### src/fetch_consts.svh
`ifndef FETCH_CONSTS_SVH
`define FETCH_CONSTS_SVH

// Instruction bus geometry
`define FETCH_ADDR_W          32
`define FETCH_DATA_W          32
`define FETCH_BOOT_ADDR       32'h0000_0000

// Prefetch queue sizing
`define FETCH_QUEUE_DEPTH     2
`define FETCH_MAX_OUTSTANDING 2

// RV32I major opcodes and funct3 used by the expansion
`define FETCH_OP_IMM          7'b0010011
`define FETCH_OP_OP           7'b0110011
`define FETCH_OP_JAL          7'b1101111
`define FETCH_F3_ADD          3'b000

// Compressed quadrants and funct3 values of the supported forms
`define FETCH_CQ_1            2'b01
`define FETCH_CQ_2            2'b10
`define FETCH_CF3_ADDI        3'b000
`define FETCH_CF3_LI          3'b010
`define FETCH_CF3_J           3'b101
`define FETCH_CF3_MV_ADD      3'b100

`endif

### src/fetch_pkg.sv
`default_nettype none

package fetch_pkg;

  ////////////////////////////////////////////////////////////
  // Fetched word, seen either as one instruction or two parcels
  ////////////////////////////////////////////////////////////

  typedef union packed {
    // Base 32-bit instruction layout
    struct packed {
      logic [6:0] funct7;
      logic [4:0] rs2;
      logic [4:0] rs1;
      logic [2:0] funct3;
      logic [4:0] rd;
      logic [6:0] opcode;
    } instr;
    // Two halfword parcels, lo sits at the lower address
    struct packed {
      logic [15:0] hi;
      logic [15:0] lo;
    } parcel;
  } instr_word_u;

  ////////////////////////////////////////////////////////////
  // Parcel classification
  ////////////////////////////////////////////////////////////

  // Low bits 11 mark the first parcel of a 32-bit instruction
  function automatic logic is_full_parcel(input logic [15:0] parcel);
    return parcel[1:0] == 2'b11;
  endfunction

endpackage

`default_nettype wire

### src/fetch_aligner.sv
`default_nettype none

`include "fetch_consts.svh"

module fetch_aligner
  import fetch_pkg::*;
(
  input  logic                     clk,
  input  logic                     rst_i,
  input  logic                     halt_i,
  input  logic                     kill_i,
  input  logic                     pc_set_i,
  input  logic [`FETCH_ADDR_W-1:0] branch_addr_i,
  input  logic                     q_valid_i,
  input  instr_word_u              q_word_i,
  input  logic [`FETCH_ADDR_W-1:0] q_addr_i,
  input  logic                     id_ready_i,
  output logic                     q_pop_o,
  output logic                     if_valid_o,
  output logic [31:0]              if_instr_o,
  output logic [`FETCH_ADDR_W-1:0] if_pc_o,
  output logic                     if_compressed_o,
  output logic                     if_illegal_c_o
);

  // PC of the next instruction, bit 1 picks the parcel in the head word
  logic [`FETCH_ADDR_W-1:0] pc_q;
  logic                     hold_valid_q;
  logic [15:0]              hold_parcel_q;
  logic                     halt_q;

  // Register toward decode
  logic                     out_valid_q;
  logic [31:0]              out_instr_q;
  logic [`FETCH_ADDR_W-1:0] out_pc_q;
  logic                     out_comp_q;
  logic                     out_ill_q;

  logic [`FETCH_ADDR_W-3:0] exp_word;
  logic                     head_ok;
  logic                     head_stale;
  logic [15:0]              cur_parcel;
  instr_word_u              dec_instr;
  logic                     dec_illegal;
  instr_word_u              sel_instr;
  logic                     sel_valid;
  logic                     sel_comp;
  logic                     sel_ill;
  logic                     sel_pop;
  logic                     sel_hold;
  logic                     stall;
  logic                     accept;
  logic                     load;
  logic                     hold_load;

  ////////////////////////////////////////////////////////////
  // Parcel selection
  ////////////////////////////////////////////////////////////

  // A straddling instruction waits for the following word
  assign exp_word   = pc_q[`FETCH_ADDR_W-1:2] + (`FETCH_ADDR_W-2)'(hold_valid_q);
  assign head_ok    = q_valid_i & (q_addr_i[`FETCH_ADDR_W-1:2] == exp_word);
  assign head_stale = q_valid_i & (q_addr_i[`FETCH_ADDR_W-1:2] < exp_word);
  assign cur_parcel = pc_q[1] ? q_word_i.parcel.hi : q_word_i.parcel.lo;

  fetch_c_decoder c_decoder_inst (
    .parcel_i  (cur_parcel),
    .instr_o   (dec_instr),
    .illegal_o (dec_illegal)
  );

  always_comb begin
    sel_instr = q_word_i;
    sel_valid = 1'b0;
    sel_comp  = 1'b0;
    sel_ill   = 1'b0;
    sel_pop   = 1'b0;
    sel_hold  = 1'b0;
    if (head_ok) begin
      if (hold_valid_q) begin
        // Upper half comes from the low parcel of the new word
        sel_instr.parcel.lo = hold_parcel_q;
        sel_instr.parcel.hi = q_word_i.parcel.lo;
        sel_valid           = 1'b1;
      end else if (!is_full_parcel(cur_parcel)) begin
        sel_instr = dec_instr;
        sel_valid = 1'b1;
        sel_comp  = 1'b1;
        sel_ill   = dec_illegal;
        sel_pop   = pc_q[1];
      end else if (!pc_q[1]) begin
        // Aligned 32-bit instruction uses the whole word
        sel_valid = 1'b1;
        sel_pop   = 1'b1;
      end else begin
        // 32-bit start in the high parcel, park it
        sel_hold = 1'b1;
        sel_pop  = 1'b1;
      end
    end
  end

  ////////////////////////////////////////////////////////////
  // Handshake toward decode
  ////////////////////////////////////////////////////////////

  assign stall     = halt_i | kill_i | pc_set_i;
  assign accept    = if_valid_o & id_ready_i;
  assign load      = sel_valid & (~out_valid_q | accept) & ~stall;
  assign hold_load = sel_hold & ~stall;
  assign q_pop_o   = ~stall & (head_stale | hold_load | (load & sel_pop));

  // Held entry stays hidden while halted
  assign if_valid_o      = out_valid_q & ~halt_q;
  assign if_instr_o      = out_instr_q;
  assign if_pc_o         = out_pc_q;
  assign if_compressed_o = out_comp_q;
  assign if_illegal_c_o  = out_ill_q;

  always_ff @(posedge clk) begin
    if (rst_i) begin
      pc_q         <= `FETCH_BOOT_ADDR;
      hold_valid_q <= 1'b0;
      halt_q       <= 1'b0;
      out_valid_q  <= 1'b0;
    end else begin
      halt_q <= halt_i;
      if (pc_set_i) begin
        pc_q         <= branch_addr_i;
        hold_valid_q <= 1'b0;
      end else if (kill_i) begin
        hold_valid_q <= 1'b0;
      end else if (hold_load) begin
        hold_valid_q <= 1'b1;
      end else if (load) begin
        hold_valid_q <= 1'b0;
        pc_q         <= pc_q + (sel_comp ? `FETCH_ADDR_W'(2) : `FETCH_ADDR_W'(4));
      end
      // Redirect or kill drops whatever was fetched before
      if (kill_i || pc_set_i) begin
        out_valid_q <= 1'b0;
      end else if (load) begin
        out_valid_q <= 1'b1;
      end else if (accept) begin
        out_valid_q <= 1'b0;
      end
    end
  end

  always_ff @(posedge clk) begin
    if (hold_load) begin
      hold_parcel_q <= q_word_i.parcel.hi;
    end
    if (load) begin
      out_instr_q <= sel_instr;
      out_pc_q    <= pc_q;
      out_comp_q  <= sel_comp;
      out_ill_q   <= sel_ill;
    end
  end

endmodule

`default_nettype wire

### src/fetch_c_decoder.sv
`default_nettype none

`include "fetch_consts.svh"

module fetch_c_decoder
  import fetch_pkg::*;
(
  input  logic [15:0] parcel_i,
  output instr_word_u instr_o,
  output logic        illegal_o
);

  logic [4:0]  rd;
  logic [4:0]  rs2;
  logic [11:0] imm_i;
  logic [20:0] imm_j;

  ////////////////////////////////////////////////////////////
  // Field extraction
  ////////////////////////////////////////////////////////////

  assign rd  = parcel_i[11:7];
  assign rs2 = parcel_i[6:2];

  // CI immediate, sign-extended to 12 bits
  assign imm_i = {{6{parcel_i[12]}}, parcel_i[12], parcel_i[6:2]};

  // CJ offset scrambled as [11|4|9:8|10|6|7|3:1|5]
  assign imm_j = {{9{parcel_i[12]}}, parcel_i[12], parcel_i[8], parcel_i[10:9],
                  parcel_i[6], parcel_i[7], parcel_i[2], parcel_i[11],
                  parcel_i[5:3], 1'b0};

  ////////////////////////////////////////////////////////////
  // Expansion
  ////////////////////////////////////////////////////////////

  always_comb begin
    instr_o   = '0;
    illegal_o = 1'b0;
    if (is_full_parcel(parcel_i)) begin
      // Not compressed, nothing to expand
      instr_o.parcel.lo = parcel_i;
    end else begin
      case ({parcel_i[15:13], parcel_i[1:0]})
        // C.ADDI -> addi rd, rd, imm
        {`FETCH_CF3_ADDI, `FETCH_CQ_1}: begin
          instr_o.instr.opcode = `FETCH_OP_IMM;
          instr_o.instr.rd     = rd;
          instr_o.instr.funct3 = `FETCH_F3_ADD;
          instr_o.instr.rs1    = rd;
          {instr_o.instr.funct7, instr_o.instr.rs2} = imm_i;
        end
        // C.LI -> addi rd, x0, imm
        {`FETCH_CF3_LI, `FETCH_CQ_1}: begin
          instr_o.instr.opcode = `FETCH_OP_IMM;
          instr_o.instr.rd     = rd;
          instr_o.instr.funct3 = `FETCH_F3_ADD;
          {instr_o.instr.funct7, instr_o.instr.rs2} = imm_i;
        end
        // C.J -> jal x0, offset
        {`FETCH_CF3_J, `FETCH_CQ_1}: begin
          instr_o = {imm_j[20], imm_j[10:1], imm_j[11], imm_j[19:12], 5'd0, `FETCH_OP_JAL};
        end
        // C.MV / C.ADD, rs2 of x0 would be C.JR / C.JALR / C.EBREAK
        {`FETCH_CF3_MV_ADD, `FETCH_CQ_2}: begin
          if (rs2 == 5'd0) begin
            illegal_o = 1'b1;
          end else begin
            instr_o.instr.opcode = `FETCH_OP_OP;
            instr_o.instr.rd     = rd;
            instr_o.instr.funct3 = `FETCH_F3_ADD;
            instr_o.instr.rs1    = parcel_i[12] ? rd : 5'd0;
            instr_o.instr.rs2    = rs2;
          end
        end
        default: begin
          illegal_o = 1'b1;
        end
      endcase
      // Raw halfword goes on to decode for the trap
      if (illegal_o) begin
        instr_o.parcel.lo = parcel_i;
      end
    end
  end

endmodule

`default_nettype wire

### src/fetch_prefetcher.sv
`default_nettype none

`include "fetch_consts.svh"

module fetch_prefetcher
  import fetch_pkg::*;
(
  input  logic                     clk,
  input  logic                     rst_i,
  input  logic                     halt_i,
  input  logic                     kill_i,
  input  logic                     pc_set_i,
  input  logic [`FETCH_ADDR_W-1:0] branch_addr_i,
  input  logic                     instr_gnt_i,
  input  logic                     instr_rvalid_i,
  input  logic [`FETCH_DATA_W-1:0] instr_rdata_i,
  input  logic                     q_pop_i,
  output logic                     instr_req_o,
  output logic [`FETCH_ADDR_W-1:0] instr_addr_o,
  output logic                     q_valid_o,
  output instr_word_u              q_word_o,
  output logic [`FETCH_ADDR_W-1:0] q_addr_o
);

  localparam int ptr_w = $clog2(`FETCH_QUEUE_DEPTH);
  localparam int cnt_w = $clog2(`FETCH_QUEUE_DEPTH + 1);
  localparam int out_w = $clog2(`FETCH_MAX_OUTSTANDING + 1);

  // Control state
  logic                     boot_q;
  logic                     active_q;
  logic [`FETCH_ADDR_W-1:0] fetch_addr_q;
  logic [`FETCH_ADDR_W-1:0] resp_addr_q;
  logic [out_w-1:0]         out_cnt_q;
  logic [out_w-1:0]         drop_cnt_q;
  logic [cnt_w-1:0]         q_cnt_q;
  logic [ptr_w-1:0]         rd_ptr_q;
  logic [ptr_w-1:0]         wr_ptr_q;

  // Queue storage, word plus the address it came from
  instr_word_u              q_word_mem [`FETCH_QUEUE_DEPTH];
  logic [`FETCH_ADDR_W-1:0] q_addr_mem [`FETCH_QUEUE_DEPTH];

  logic             flush;
  logic [cnt_w:0]   fill;
  logic             room;
  logic             gnt_acc;
  logic             push;
  logic             pop;

  ////////////////////////////////////////////////////////////
  // Request side
  ////////////////////////////////////////////////////////////

  assign flush = pc_set_i | kill_i;

  // Queued words plus requests in flight may not exceed the queue depth
  assign fill = (cnt_w + 1)'(q_cnt_q) + (cnt_w + 1)'(out_cnt_q);
  assign room = (fill < (cnt_w + 1)'(`FETCH_QUEUE_DEPTH))
              & (out_cnt_q < out_w'(`FETCH_MAX_OUTSTANDING));

  assign instr_req_o  = active_q & ~halt_i & ~flush & room;
  assign instr_addr_o = fetch_addr_q;
  assign gnt_acc      = instr_req_o & instr_gnt_i;

  ////////////////////////////////////////////////////////////
  // Response and queue side
  ////////////////////////////////////////////////////////////

  // Stale responses are counted off, not queued
  assign push = instr_rvalid_i & (drop_cnt_q == '0) & ~flush;
  assign pop  = q_pop_i & q_valid_o & ~flush;

  assign q_valid_o = (q_cnt_q != '0);
  assign q_word_o  = q_word_mem[rd_ptr_q];
  assign q_addr_o  = q_addr_mem[rd_ptr_q];

  always_ff @(posedge clk) begin
    if (rst_i) begin
      boot_q       <= 1'b1;
      active_q     <= 1'b0;
      fetch_addr_q <= `FETCH_BOOT_ADDR;
      resp_addr_q  <= `FETCH_BOOT_ADDR;
      out_cnt_q    <= '0;
      drop_cnt_q   <= '0;
      q_cnt_q      <= '0;
      rd_ptr_q     <= '0;
      wr_ptr_q     <= '0;
    end else begin
      boot_q    <= 1'b0;
      out_cnt_q <= out_cnt_q + out_w'(gnt_acc) - out_w'(instr_rvalid_i);
      // Kill parks the stage until the next redirect
      if (kill_i) begin
        active_q <= 1'b0;
      end else if (pc_set_i || boot_q) begin
        active_q <= 1'b1;
      end
      if (flush) begin
        // Everything still in flight after this cycle is stale
        drop_cnt_q <= out_cnt_q - out_w'(instr_rvalid_i);
        q_cnt_q    <= '0;
        rd_ptr_q   <= '0;
        wr_ptr_q   <= '0;
        if (pc_set_i) begin
          fetch_addr_q <= {branch_addr_i[`FETCH_ADDR_W-1:2], 2'b00};
          resp_addr_q  <= {branch_addr_i[`FETCH_ADDR_W-1:2], 2'b00};
        end
      end else begin
        if (instr_rvalid_i && (drop_cnt_q != '0)) begin
          drop_cnt_q <= drop_cnt_q - 1'b1;
        end
        if (gnt_acc) begin
          fetch_addr_q <= fetch_addr_q + `FETCH_ADDR_W'(4);
        end
        // Responses come in order, so the address just counts up
        if (push) begin
          resp_addr_q <= resp_addr_q + `FETCH_ADDR_W'(4);
          wr_ptr_q    <= wr_ptr_q + 1'b1;
        end
        if (pop) begin
          rd_ptr_q <= rd_ptr_q + 1'b1;
        end
        q_cnt_q <= q_cnt_q + cnt_w'(push) - cnt_w'(pop);
      end
    end
  end

  always_ff @(posedge clk) begin
    if (push) begin
      q_word_mem[wr_ptr_q] <= instr_rdata_i;
      q_addr_mem[wr_ptr_q] <= resp_addr_q;
    end
  end

endmodule

`default_nettype wire

### src/fetch_stage.sv
`default_nettype none

`include "fetch_consts.svh"

module fetch_stage
  import fetch_pkg::*;
(
  input  logic                     clk,
  input  logic                     rst_i,
  input  logic                     halt_i,
  input  logic                     kill_i,
  input  logic                     pc_set_i,
  input  logic [`FETCH_ADDR_W-1:0] branch_addr_i,
  input  logic                     instr_gnt_i,
  input  logic                     instr_rvalid_i,
  input  logic [`FETCH_DATA_W-1:0] instr_rdata_i,
  input  logic                     id_ready_i,
  output logic                     instr_req_o,
  output logic [`FETCH_ADDR_W-1:0] instr_addr_o,
  output logic                     if_valid_o,
  output logic [31:0]              if_instr_o,
  output logic [`FETCH_ADDR_W-1:0] if_pc_o,
  output logic                     if_compressed_o,
  output logic                     if_illegal_c_o
);

  // Queue head handed from prefetcher to aligner
  logic                     q_valid;
  instr_word_u              q_word;
  logic [`FETCH_ADDR_W-1:0] q_addr;
  logic                     q_pop;

  ////////////////////////////////////////////////////////////
  // Bus side, fetches words and queues them
  ////////////////////////////////////////////////////////////

  fetch_prefetcher prefetcher_inst (
    .clk            (clk),
    .rst_i          (rst_i),
    .halt_i         (halt_i),
    .kill_i         (kill_i),
    .pc_set_i       (pc_set_i),
    .branch_addr_i  (branch_addr_i),
    .instr_gnt_i    (instr_gnt_i),
    .instr_rvalid_i (instr_rvalid_i),
    .instr_rdata_i  (instr_rdata_i),
    .q_pop_i        (q_pop),
    .instr_req_o    (instr_req_o),
    .instr_addr_o   (instr_addr_o),
    .q_valid_o      (q_valid),
    .q_word_o       (q_word),
    .q_addr_o       (q_addr)
  );

  ////////////////////////////////////////////////////////////
  // Decode side, splits words into instructions
  ////////////////////////////////////////////////////////////

  fetch_aligner aligner_inst (
    .clk             (clk),
    .rst_i           (rst_i),
    .halt_i          (halt_i),
    .kill_i          (kill_i),
    .pc_set_i        (pc_set_i),
    .branch_addr_i   (branch_addr_i),
    .q_valid_i       (q_valid),
    .q_word_i        (q_word),
    .q_addr_i        (q_addr),
    .id_ready_i      (id_ready_i),
    .q_pop_o         (q_pop),
    .if_valid_o      (if_valid_o),
    .if_instr_o      (if_instr_o),
    .if_pc_o         (if_pc_o),
    .if_compressed_o (if_compressed_o),
    .if_illegal_c_o  (if_illegal_c_o)
  );

endmodule

`default_nettype wire

### config.mk
export PLATFORM = sky130hd
export DESIGN_NAME = fetch_stage
export DESIGN_NICKNAME = d
export VERILOG_FILES = /design/src/fetch_pkg.sv /design/src/fetch_aligner.sv /design/src/fetch_c_decoder.sv /design/src/fetch_prefetcher.sv /design/src/fetch_stage.sv
export VERILOG_INCLUDE_DIRS = /design/src
export SDC_FILE = /design/constraint.sdc
export NUM_CORES = 1
export LEC_CHECK = 0
export ABC_AREA = 1
export BUFFER_PORTS_ARGS = -buffer_cell sky130_fd_sc_hd__buf_2
export CORE_ASPECT_RATIO = 2
export CORE_MARGIN = 4
export CORE_UTILIZATION = 35
export DETAILED_ROUTE_END_ITERATION = 10
export GPL_TIMING_DRIVEN = 0
export MAX_ROUTING_LAYER = met4
export PLACE_DENSITY = 0.49
export SETUP_SLACK_MARGIN = 0.1
export SYNTH_ARGS = -nofsm -noshare
export SYNTH_HDL_FRONTEND = slang
export SYNTH_SLANG_ARGS = --single-unit
export TNS_END_PERCENT = 30
### constraint.sdc
create_clock -name clk -period 9.28 [get_ports clk]
set_clock_uncertainty 0.15 [all_clocks]
set_input_delay 0.928 -clock clk [delete_from_list [all_inputs] [get_ports clk]]
set_output_delay 0.928 -clock clk [all_outputs]
set_load 0.02 [all_outputs]
==> results.md, run 1 <==
* Design Power at between 0.003 and 0.004 W
* Total GRT Usage at 27.0%
* CTS tree: yes
* Setup TNS at 0 ns
* Final Cell Area at 0.0192 mm2
* Synth area leaders: edfxtp_1 (38%), nand2_1 (13%), dfxtp_1 (13%)
* Drt initial violations at 868
* Most common cell in the netlist: nand2_1
* Share of layout cells above drive strength 1 at between 10% and 20%
* Clock latency on the worst-skew pair at about 0.58 ns
* Worst setup margin at 2.67 ns
* CP Capture Type: register
* Mean Syn Cell Area at 8.41 um2
* Status: finished clean
* IO Count at 172
* Post-synthesis compound-gate area fraction at 11.6%
* Final GP Congestion at roughly 1.1
* Sequential-to-total area share from yosys stat at 50.6%
* Post-synth top area cell: edfxtp_1
* Largest net degree at the start of global routing at 68
* Filler cells at 4801
* Worst-Margin Slew at about 1.0 ns
* Cts hold-fix bufs at 0
* Slew Viols, Final at 0
* Resize count post-CTS at 0
* Post-synth EDFFs at 206
* Die Span Y at 314 um
* Top cell by count, worst path: nor2_1
* Max FO, Critical Path at 7
* Largest family of logic cells by synthesized area: simple AND/OR/NAND/NOR gates
* Mapped Cells at 1953
* Worst min-delay path category: reg2reg
* Critical Setup Path Class: reg2reg
* Final period util at a little under three quarters
* Final hold vios at 0
* Max incr delay on CP at 0.50 ns
* CORE AREA at ~0.047 mm2
* Crit path DAT at 6.96 ns
* Post-Route WL at 68100 um
* Critical path's slowest cell: xor2_1
* Power Density at around 170 mW/mm2
* Endpoints failing setup at 0
* Die Wd at around 160 um
* Starting density of the core at 35.3%
* Number of core rows at 112
* Post-Synth Adder-Cell Area at 3.37%
* Via density per instance at 5.21
* DP Area at 0.0182 mm2
* Worst VDD drop at about 100 uV
* Leak at between 7 and 8 nW
* First-pass GRT wire length at 97200 um
* Post-CTS setup repair buffer count at 0
* Reg clk slew, reported paths at 0.07 ns
* Post-synth cell types at 54
* Remaining global-route overflow at 0
* Root buffer cell: clkbuf_16
* Clk sinks at 312
* Residual DRC count at 0
* Via count of the first global-routing pass at approximately 15000
* Final core occ at 41.4%
* Pre-antenna DRT Iters at 7
* Multi-input logic area at around 0.007 mm2
* Worst EP required at ~9.6 ns
* Most common library cells after synthesis: nand2_1 (570), edfxtp_1 (206), inv_1 (152)
* Post-route ant nets at 0
* Top cell type's share of synthesized area at 37.7%
* Synth Flop Type: edfxtp_1
* Synth warn at 0
* Detailed placement HPWL at 55100 um
* Via count at around 15000
* H-tree level count at 1
* Crit start category: register
* Unrepaired setup endpoints after global routing: false
* Routed wire per std cell at 24.2 um
* Cts bufs inserted at 31
* Multiplexer share of the synthesized area at 0.122%
* Fmax at 0.151 GHz
* Pre-CTS WS at 2.70 ns
* Syn-to-layout area delta at 17.1%
* Post-Synth XOR/XNOR Area at 4.16%
* Max-slew headroom at the worst pin at about 33%
* Die area at 0.0507 mm2
* Synth async-reset ratio at 0%
* Antenna violations before repair at 0
* Clock Tree Buf Depth at 3
* # port buffers at 169
* Simple-gate share of the synthesized area at 24.1%
* Max_cap viols at 0
* Fin nets at between 2000 and 2500
* Mapped Area at 0.0164 mm2
* FF+latch area at roughly 0.0083 mm2
* Register bit total from synthesis at between 300 and 400
* Tmin final at 6.61 ns
## layer usage
metal	global-route usage [%]	vias to the layer above	share of wire (%)
met5	-	-	0
met4	24.3	0	11
met3	2.62	225	3.9
met2	50.7	562	54
met1	23.2	6829	31
li1	-	7042	-
## per-stage QoR
| step | std cells | hold slack (ns) |
|---|---|---|
| 2_1_floorplan | 1954 | 0.253 |
| 5_1_grt | 2814 | 0.299 |
| 6_report | 2815 | 0.291 |
| 4_1_cts | 2814 | 0.279 |
| 3_5_place_dp | 2757 | 0.279 |
| 3_3_place_gp | 2750 | 0.268 |
## critical path: cells and delay by family, from the launching register on
kind | cells | cell delay, ns
AO/OA/AOI/OAI | 1 | 0.23
XOR/XNOR | 2 | 0.67
adder cells (fa/ha/maj) | 5 | 1.20
AND/OR/NAND/NOR | 16 | 3.23
flip-flops | 1 | 0.42
buffers and inverters | 4 | 0.62
## power by group
group | total, W | internal, W | switching [W] | leakage (nW)
Sequential | 0.00159 | 0.00152 | 0.0000654 | 2.75
Clock | 0.00130 | 0.000748 | 0.000552 | 0.497
Combinational | 0.000349 | 0.000105 | 0.000244 | 4.47
## cells in the final DEF (no fill, tap or decap), types with 6 or more instances in the layout
master	count
nor4_1	10
nand2_2	10
nor2_2	10
inv_1	151
nand2_1	570
buf_4	6
dfxtp_1	106
nand4_1	39
xnor2_1	25
ha_1	41
xor2_1	53
clkbuf_16	32
a21oi_1	85
o211ai_1	10
inv_2	10
clkbuf_1	59
buf_2	184
edfxtp_1	206
nor2_1	132
o21ai_0	149
a31oi_1	54
o21ai_1	20
nor3_1	41
buf_6	7
nand3_1	92
## layout make-up
type                       instances  share of cell area [%]
multi-input combinational       1400                    37.2
timing repair buffer             176                    4.99
clock buffer                      46                    4.64
sequential                       312                    43.2
tap                              627                    4.08
antenna                            1                  0.0130
clock inverter                    11                   0.748
buffer                            79                    1.92
inverter                         163                    3.21
## state kept, by name, indices dropped and copies added (netlist names), 16 cells and up, named ones only
signal / count
aligner_inst.if_pc_o: 32
prefetcher_inst.q_addr_mem: 60
prefetcher_inst.resp_addr_q: 30
prefetcher_inst.instr_addr_o: 30
prefetcher_inst.q_word_mem: 64
aligner_inst.if_instr_o: 32
aligner_inst.hold_parcel_q: 16
aligner_inst.pc_q: 32
## path summary, 6_finish.rpt
path,start,endpoint,slack [ns],cells past startpoint
max,aligner_inst.pc_q[2],aligner_inst.pc_q[23],2.67,28
min,aligner_inst.pc_q[22],aligner_inst.if_pc_o[22],0.29,0
max reg2reg,aligner_inst.pc_q[2],aligner_inst.pc_q[23],2.67,28
min reg2reg,aligner_inst.pc_q[22],aligner_inst.if_pc_o[22],0.29,0
## cells by family (layout without fill, tap and decap cells)
group / count (synthesis) / after routing
XOR/XNOR: 78 / 78
AO/OA/AOI/OAI: 344 / 344
other: 1 / 3
adder cells (fa/ha/maj): 43 / 43
buffers and inverters: 242 / 475
multiplexers: 2 / 2
flip-flops: 312 / 312
AND/OR/NAND/NOR: 931 / 931
No activity file was read; power rests on OpenSTA's default activity.
==> inputs of run 2 (changes only) <==
--- a/config.mk
+++ b/config.mk
@@ -6,7 +6,7 @@
 export SDC_FILE = /design/constraint.sdc
 export NUM_CORES = 1
 export LEC_CHECK = 0
-export ABC_AREA = 1
+export ABC_AREA = 0
 export BUFFER_PORTS_ARGS = -buffer_cell sky130_fd_sc_hd__buf_2
 export CORE_ASPECT_RATIO = 2
 export CORE_MARGIN = 4
==> constraint.sdc (replaced) <==
create_clock -name clk -period 6.1 [get_ports clk]
set_clock_uncertainty 0.15 [all_clocks]
set_input_delay 0.61 -clock clk [delete_from_list [all_inputs] [get_ports clk]]
set_output_delay 0.61 -clock clk [all_outputs]
set_load 0.02 [all_outputs]
==> results.md, run 2 <==
* Post-synth cell types at 83 (+54%)
* Synth async-reset ratio at 0% (unchanged)
* Post-synth top area cell: edfxtp_1
* Residual DRC count at 0 (unchanged)
* Die area at 0.0482 mm2 (-4.8%)
* Crit path DAT at 5.87 ns (-1.09 ns)
* First-pass GRT wire length at 87300 um (-10%)
* Leak at 6.81 nW (-12%)
* Starting density of the core at 35.3% (about the same)
* Detailed placement HPWL at 47200 um (-14%)
* Sequential-to-total area share from yosys stat at 53.2% (+2.7 points)
* Synth Flop Type: edfxtp_1
* Cts hold-fix bufs at 0 (unchanged)
* Tmin final at 5.65 ns (-0.959 ns)
* Final period util at 92.7% (+21 points)
* Crit start category: register
* Pre-antenna DRT Iters at 7 (unchanged)
* Worst setup margin at 0.446 ns (-2.22 ns)
* Final GP Congestion at 1.00 (-6.5%)
* Total GRT Usage at 25.4% (-1.6 points)
* Most flops, register: prefetcher_inst.q_word_mem
* Drt initial violations at 760 (-12%)
* Via count of the first global-routing pass at 13400 (-11%)
* Power Density at 273 mW/mm2 (+62%)
* Most frequent cells in the layout: edfxtp_1 (206), buf_2 (172), nor2_1 (135)
* Status: finished clean
* Max FFs per register at 64 (unchanged)
* Via count at 13000 (-12%)
* Post-synth EDFFs at 206 (unchanged)
* Max-slew headroom at the worst pin at 16.8% (-16 points)
* Worst min-delay path category: in2reg
* CTS tree: yes
* Register bit total from synthesis at 312 (unchanged)
* Worst EP required at 6.32 ns (-3.30 ns)
* Commonest non-fill, non-tap cell in the layout: edfxtp_1
* Ant. Diodes at 0 (-1)
* Mapped Cells at 1463 (-25%)
* Via density per instance at 5.74 (+10%)
* Worst-Margin Slew at 1.25 ns (+0.248 ns)
* CORE AREA at 0.0442 mm2 (-5.0%)
* CP Capture Type: register
* Most common cell in the netlist: edfxtp_1
* Post-route ant nets at 0 (unchanged)
* Post-Route WL at 60600 um (-11%)
* Clock latency on the worst-skew pair at 0.53 ns (-0.05 ns)
* # port buffers at 167 (-1.2%)
* Clock Tree Buf Depth at 3 (unchanged)
* Antenna violations before repair at 1 (+1)
* Fin nets at 1794 (-21%)
* Share of layout cells above drive strength 1 at 20.0% (+5.8 points)
* Number of core rows at 109 (-2.7%)
* Most common library cells after synthesis: edfxtp_1 (206), nor2_1 (138), nand2_1 (130)
* Synth warn at 0 (unchanged)
* Endpoints failing setup at 0 (unchanged)
* Critical Setup Path Class: reg2reg
* Final core occ at 42.3% (+0.93 points)
* H-tree level count at 2 (+1)
* Top cell type's share of synthesized area at 39.6% (+2.0 points)
* Pre-CTS WS at -1.38 ns (-4.08 ns)
* IO Count at 172 (unchanged)
* Remaining global-route overflow at 0 (unchanged)
* Die Wd at 157 um (-2.4%)
* Final hold vios at 0 (unchanged)
* Die Span Y at 307 um (-2.5%)
* Root buffer cell: clkbuf_16
* Reg clk slew, reported paths at 0.07 ns (about the same)
* Worst VDD drop at 183 uV (+83%)
* Synth area leaders: edfxtp_1 (40%), dfxtp_1 (14%), mux2_2 (3.5%)
* Max_cap viols at 0 (unchanged)
* Mapped Area at 0.0156 mm2 (-5.0%)
* Slew Viols, Final at 0 (unchanged)
* Mean Syn Cell Area at 10.7 um2 (+27%)
* Routed wire per std cell at 26.8 um (+11%)
* Largest net degree at the start of global routing at 52 (-24%)
* Filler cells at 4357 (-9.2%)
* Fmax at 0.177 GHz (+17%)
* Largest regs: prefetcher_inst.q_word_mem x64, prefetcher_inst.q_addr_mem x60
* Syn-to-layout area delta at 19.8%
* Clk sinks at 312 (unchanged)
* Design Power at 0.00510 W (+58%)
* Cts bufs inserted at 34 (+9.7%)
* Max FO, Critical Path at 10 (+3)
* Unrepaired setup endpoints after global routing: false
## run 2: cell type report
cell class	instances	area, um2	area share (%)
inverters	43	161	0.864
plain buffers	79	375	2.01
flip-flops and latches	312	8310	44.5
repair buffers	180	1010	5.38
well taps	555	694	3.72
multi-input cells	1029	6940	37.1
clock buffers	45	956	5.12
clock inverters	17	246	1.32
## run 2: final timing paths
kind | start | end | slack, ns | cells after the start
worst max-delay path | aligner_inst.pc_q[14] | aligner_inst.pc_q[15] | 0.45 | 21
worst min register to register | aligner_inst.pc_q[26] | aligner_inst.if_pc_o[26] | 0.29 | 0
worst max register to register | aligner_inst.pc_q[14] | aligner_inst.pc_q[15] | 0.45 | 21
worst min-delay path | rst_i | prefetcher_inst.boot_q | 0.12 | 1
## run 2: what timing repair did
| item | 4_1_cts | 5_1_grt |
|---|---|---|
| setup buffers | 3 | 6 |
| pin swaps | 4 | 4 |
| setup endpoints to repair | 123 | 12 |
| gates resized for setup | 22 | 18 |
## run 2: kinds of logic (layout without fill, tap and decap cells)
logic type	after synthesis	count (layout)	share of synthesized area [%]
flip-flops	312	312	53.2
other	1	2	0.0240
buffers and inverters	123	364	3.19
AND/OR/NAND/NOR	504	504	15.9
AO/OA/AOI/OAI	345	345	14.7
adder cells (fa/ha/maj)	43	43	3.54
multiplexers	83	83	6.51
XOR/XNOR	52	52	2.92
## run 2: per-stage QoR
step / TNS [ns] / hold slack [ns] / cell area, um2 / std cells
after floorplan: 0 / 0.256 / 15600 / 1464
after global placement: -235.27 / 0.264 / 17100 / 2186
after detailed placement: -38.65 / 0.273 / 17300 / 2190
after CTS: 0 / 0.0954 / 18600 / 2254
after global routing: 0 / 0.105 / 18700 / 2260
final: 0 / 0.117 / 18700 / 2260
## run 2: metal layers
metal  up-vias  share of wire, %  track usage (%)
met4         0               7.3             15.4
met2       555                56             47.8
met5         -                 0                -
li1       5955                 -                -
met1      6270                33             24.3
met3       183               4.3             2.63
## run 2: where the power goes
| part | switching [W] | leakage (nW) | internal [W] |
|---|---|---|---|
| clock network | 0.000900 | 0.575 | 0.00137 |
| registers | 0.0000774 | 2.74 | 0.00231 |
| logic | 0.000290 | 3.49 | 0.000159 |
## run 2: worst max-delay path, stage by stage (launching register included)
cell and delay, ns:
dfxtp_1 0.36, clkbuf_2 0.20, and4_1 0.29, nand3_1 0.25, nor4_4 0.48, and3_1 0.29
nand2_1 0.08, xor2_1 0.16, ha_1 0.30, nand4_1 0.16, or2_2 0.44, nor3_4 0.33
nand3_4 0.18, inv_2 0.15, ha_1 0.20, fa_1 0.22, inv_1 0.07, nor4_1 0.24
and3_1 0.30, buf_4 0.23, nor4bb_1 0.31, nor4_1 0.08
==> inputs of run 3 (changes only) <==
--- a/config.mk
+++ b/config.mk
@@ -18,5 +18,6 @@
 export SETUP_SLACK_MARGIN = 0.1
 export SYNTH_ARGS = -nofsm -noshare
 export SYNTH_HDL_FRONTEND = slang
+export SYNTH_HIERARCHICAL = 1
 export SYNTH_SLANG_ARGS = --single-unit
 export TNS_END_PERCENT = 30
==> results.md, run 3 <==
* Status: finished clean
* Mapped Area at 0.0157 mm2 (+0.65%)
* Reg clk slew, reported paths at 0.06 ns (about the same)
* Largest net degree at the start of global routing at 76 (+46%)
* Share of layout cells above drive strength 1 at 23.6% (+3.6 points)
* Sw Ratio at 24.2% (-0.65 points)
* Worst min-delay path category: in2reg
* IO Count at 172 (unchanged)
* Worst EP required at 6.42 ns (+0.10 ns)
* Post-Route WL at 55800 um (-8.1%)
* Most flops, register: prefetcher_inst/q_word_mem
* Slew Viols, Final at 0 (unchanged)
* Max_cap viols at 0 (unchanged)
* Clk sinks at 312 (unchanged)
* Routed wire per std cell at 24.9 um (-7.2%)
* Mapped Cells at 1444 (-1.3%)
* Starting density of the core at 35.4% (+0.12 points)
* Final Cell Area at 0.0187 mm2 (-0.16%)
* Total GRT Usage at 23.3% (-2.1 points)
* Unrepaired setup endpoints after global routing: false
* Final core occ at 42.1% (-0.20 points)
* Root buffer cell: clkbuf_16
* Share of power burned in registers at 48.2% (+1.4 points)
* Final hold vios at 0 (unchanged)
* Synth warn at 6 (+6)
* Syn-to-layout area delta at 18.8%
* Hold Startpoint: instr_rdata_i[16]
* H-tree level count at 1 (-1)
* Cts bufs inserted at 31 (-8.8%)
* Via count of the first global-routing pass at 13000 (-2.8%)
* Drt initial violations at 745 (-2.0%)
* Setup TNS at 0 ns (unchanged)
* Mean Syn Cell Area at 10.9 um2 (+2.0%)
* Final GP Congestion at 0.980 (-2.0%)
* CTS tree: yes
* Endpoints failing setup at 0 (unchanged)
* Die Span Y at 308 um (+0.32%)
* Power Density at 265 mW/mm2 (-2.8%)
* Reg2Reg Capture Point: aligner_inst/pc_q[30]
* Fin nets at 1776 (-1.0%)
* Post-route ant nets at 0 (unchanged)
* Via count at 12400 (-4.2%)
* Reg2Reg Depth at 24 (+14%)
* Sw power at 0.00120 W (-5.5%)
* First-pass GRT wire length at 81700 um (-6.4%)
* Worst Path Buf+Inv at 5 (+1)
* R2r setup slk at 0.33 ns (-0.12 ns)
* Max FFs per register at 64 (unchanged)
* Die Wd at 158 um (+0.31%)
* Max incr delay on CP at 0.53 ns (+0.05 ns)
* Fmax at 0.173 GHz (-2.0%)
* CP Capture Type: register
* Remaining global-route overflow at 0 (unchanged)
* Max FO, Critical Path at 12 (+2)
* Die area at 0.0485 mm2 (+0.63%)
* Worst-Margin Slew at 1.07 ns (-0.181 ns)
* Crit path DAT at 6.09 ns (+0.22 ns)
* Critical Setup Path Class: reg2reg
* Filler cells at 4293 (-1.5%)
* Worst r2r src: aligner_inst/hold_valid_q
* # port buffers at 169 (+1.2%)
* Residual DRC count at 0 (unchanged)
* Tmin final at 5.77 ns (+0.115 ns)
* Pre-antenna DRT Iters at 5 (-2)
* Critical path's slowest cell: or4b_4
* Clock Tree Buf Depth at 3 (unchanged)
* Worst hold slack at 0.0680 ns (-0.0486 ns)
* Pre-CTS WS at -1.65 ns (-0.267 ns)
* Hold Path End: prefetcher_inst/q_word_mem[1][16]
* Commonest non-fill, non-tap cell in the layout: edfxtp_1
* Delay-heaviest family, CP: simple AND/OR/NAND/NOR gates
* Final period util at 94.6% (+1.9 points)
* Internal at 0.00375 W (-2.1%)
* CORE AREA at 0.0443 mm2 (+0.31%)
* Largest regs: prefetcher_inst/q_word_mem x64, prefetcher_inst/q_addr_mem x60
* Max-slew headroom at the worst pin at 28.7% (+12 points)
* Cts hold-fix bufs at 0 (unchanged)
* DP Area at 0.0173 mm2 (+0.49%)
* Leak at 7.01 nW (+3.0%)
* Ant. Diodes at 0 (unchanged)
* Number of core rows at 109 (unchanged)
* Via density per instance at 5.55 (-3.3%)
* Comb pwr share at 9.0% (+0.2 points)
* Most frequent cells in the layout: edfxtp_1 (206), buf_2 (184), nand2_1 (155)
* Crit-path cells: ha_4 -> ha_2 -> nand3_4 -> or3_4 -> buf_4 -> or3_4 -> nor2_2 -> xnor2_1 -> ha_1 -> nand4_1 -> nor2_4 -> and3_4 -> and2_1 -> clkbuf_4 -> buf_12 -> inv_1 -> ha_1 -> a21o_1 -> or4b_4 -> or2_0 -> buf_6 -> nor4_4 -> xor2_1 -> o21a_1
* Detailed placement HPWL at 43900 um (-6.9%)
* Antenna violations before repair at 0 (-1)
* Worst setup margin at 0.331 ns (-0.115 ns)
* Clock network fraction of total power at 42.8% (-1.6 points)
* Crit start category: register
* Clock latency on the worst-skew pair at 0.58 ns (+0.05 ns)
* Hold depth at 1 (unchanged)
* Worst VDD drop at 169 uV (-7.5%)
-- run 3: stage by stage --
stage / total power, W / std cells
2_1_floorplan: 0.00268 / 1445
3_3_place_gp: 0.00287 / 2169
3_5_place_dp: 0.00287 / 2173
4_1_cts: 0.00500 / 2235
5_1_grt: 0.00514 / 2239
6_report: 0.00495 / 2239
-- run 3: cell type report --
cell class                      count  area [um2]  area share [%]
Inverter                           48         180           0.966
Timing Repair Buffer              182         993            5.32
Multi-Input combinational cell   1001        6950            37.3
Buffer                             84         397            2.13
Clock inverter                     18         274            1.47
Sequential cell                   312        8320            44.6
Tap cell                          555         694            3.72
Clock buffer                       39         847            4.54
-- run 3: worst max-delay path by stage --
| stage | start | endpoint | slack [ns] | cells after the start |
|---|---|---|---|---|
| after global placement | aligner_inst/hold_valid_q | aligner_inst/pc_q[29] | -1.66 | 22 |
| after CTS | aligner_inst/hold_valid_q | aligner_inst/pc_q[30] | 0.13 | 24 |
| after floorplan | aligner_inst/hold_valid_q | aligner_inst/pc_q[29] | 0.61 | 22 |
| after global routing | aligner_inst/pc_q[6] | aligner_inst/pc_q[30] | 0.11 | 22 |
| final | aligner_inst/hold_valid_q | aligner_inst/pc_q[30] | 0.33 | 24 |
| after detailed placement | aligner_inst/hold_valid_q | aligner_inst/pc_q[29] | -1.65 | 22 |
-- run 3: per-layer routing --
layer  wire length [um]  global-route usage, %  up-vias
li1                   -                      -     5830
met1              17700                   21.2     5957
met2              31800                   45.1      457
met3               2280                   2.33      173
met4               3980                   13.9        0
met5                  0                      -        -
-- run 3: power groups by stage --
stage | logic [W] | clock network (W) | registers (W)
finish | 0.000448 | 0.00212 | 0.00239
global placement | 0.000435 | 0 | 0.00243
CTS | 0.000447 | 0.00217 | 0.00239
detailed placement | 0.000443 | 0 | 0.00243
floorplan | 0.000255 | 0 | 0.00243
global route | 0.000488 | 0.00226 | 0.00240
-- run 3: what timing repair did --
item                       CTS  global route
resized for setup           19            19
setup endpoints to repair   31            18
setup buffers                5             4
pin swaps                    3             4
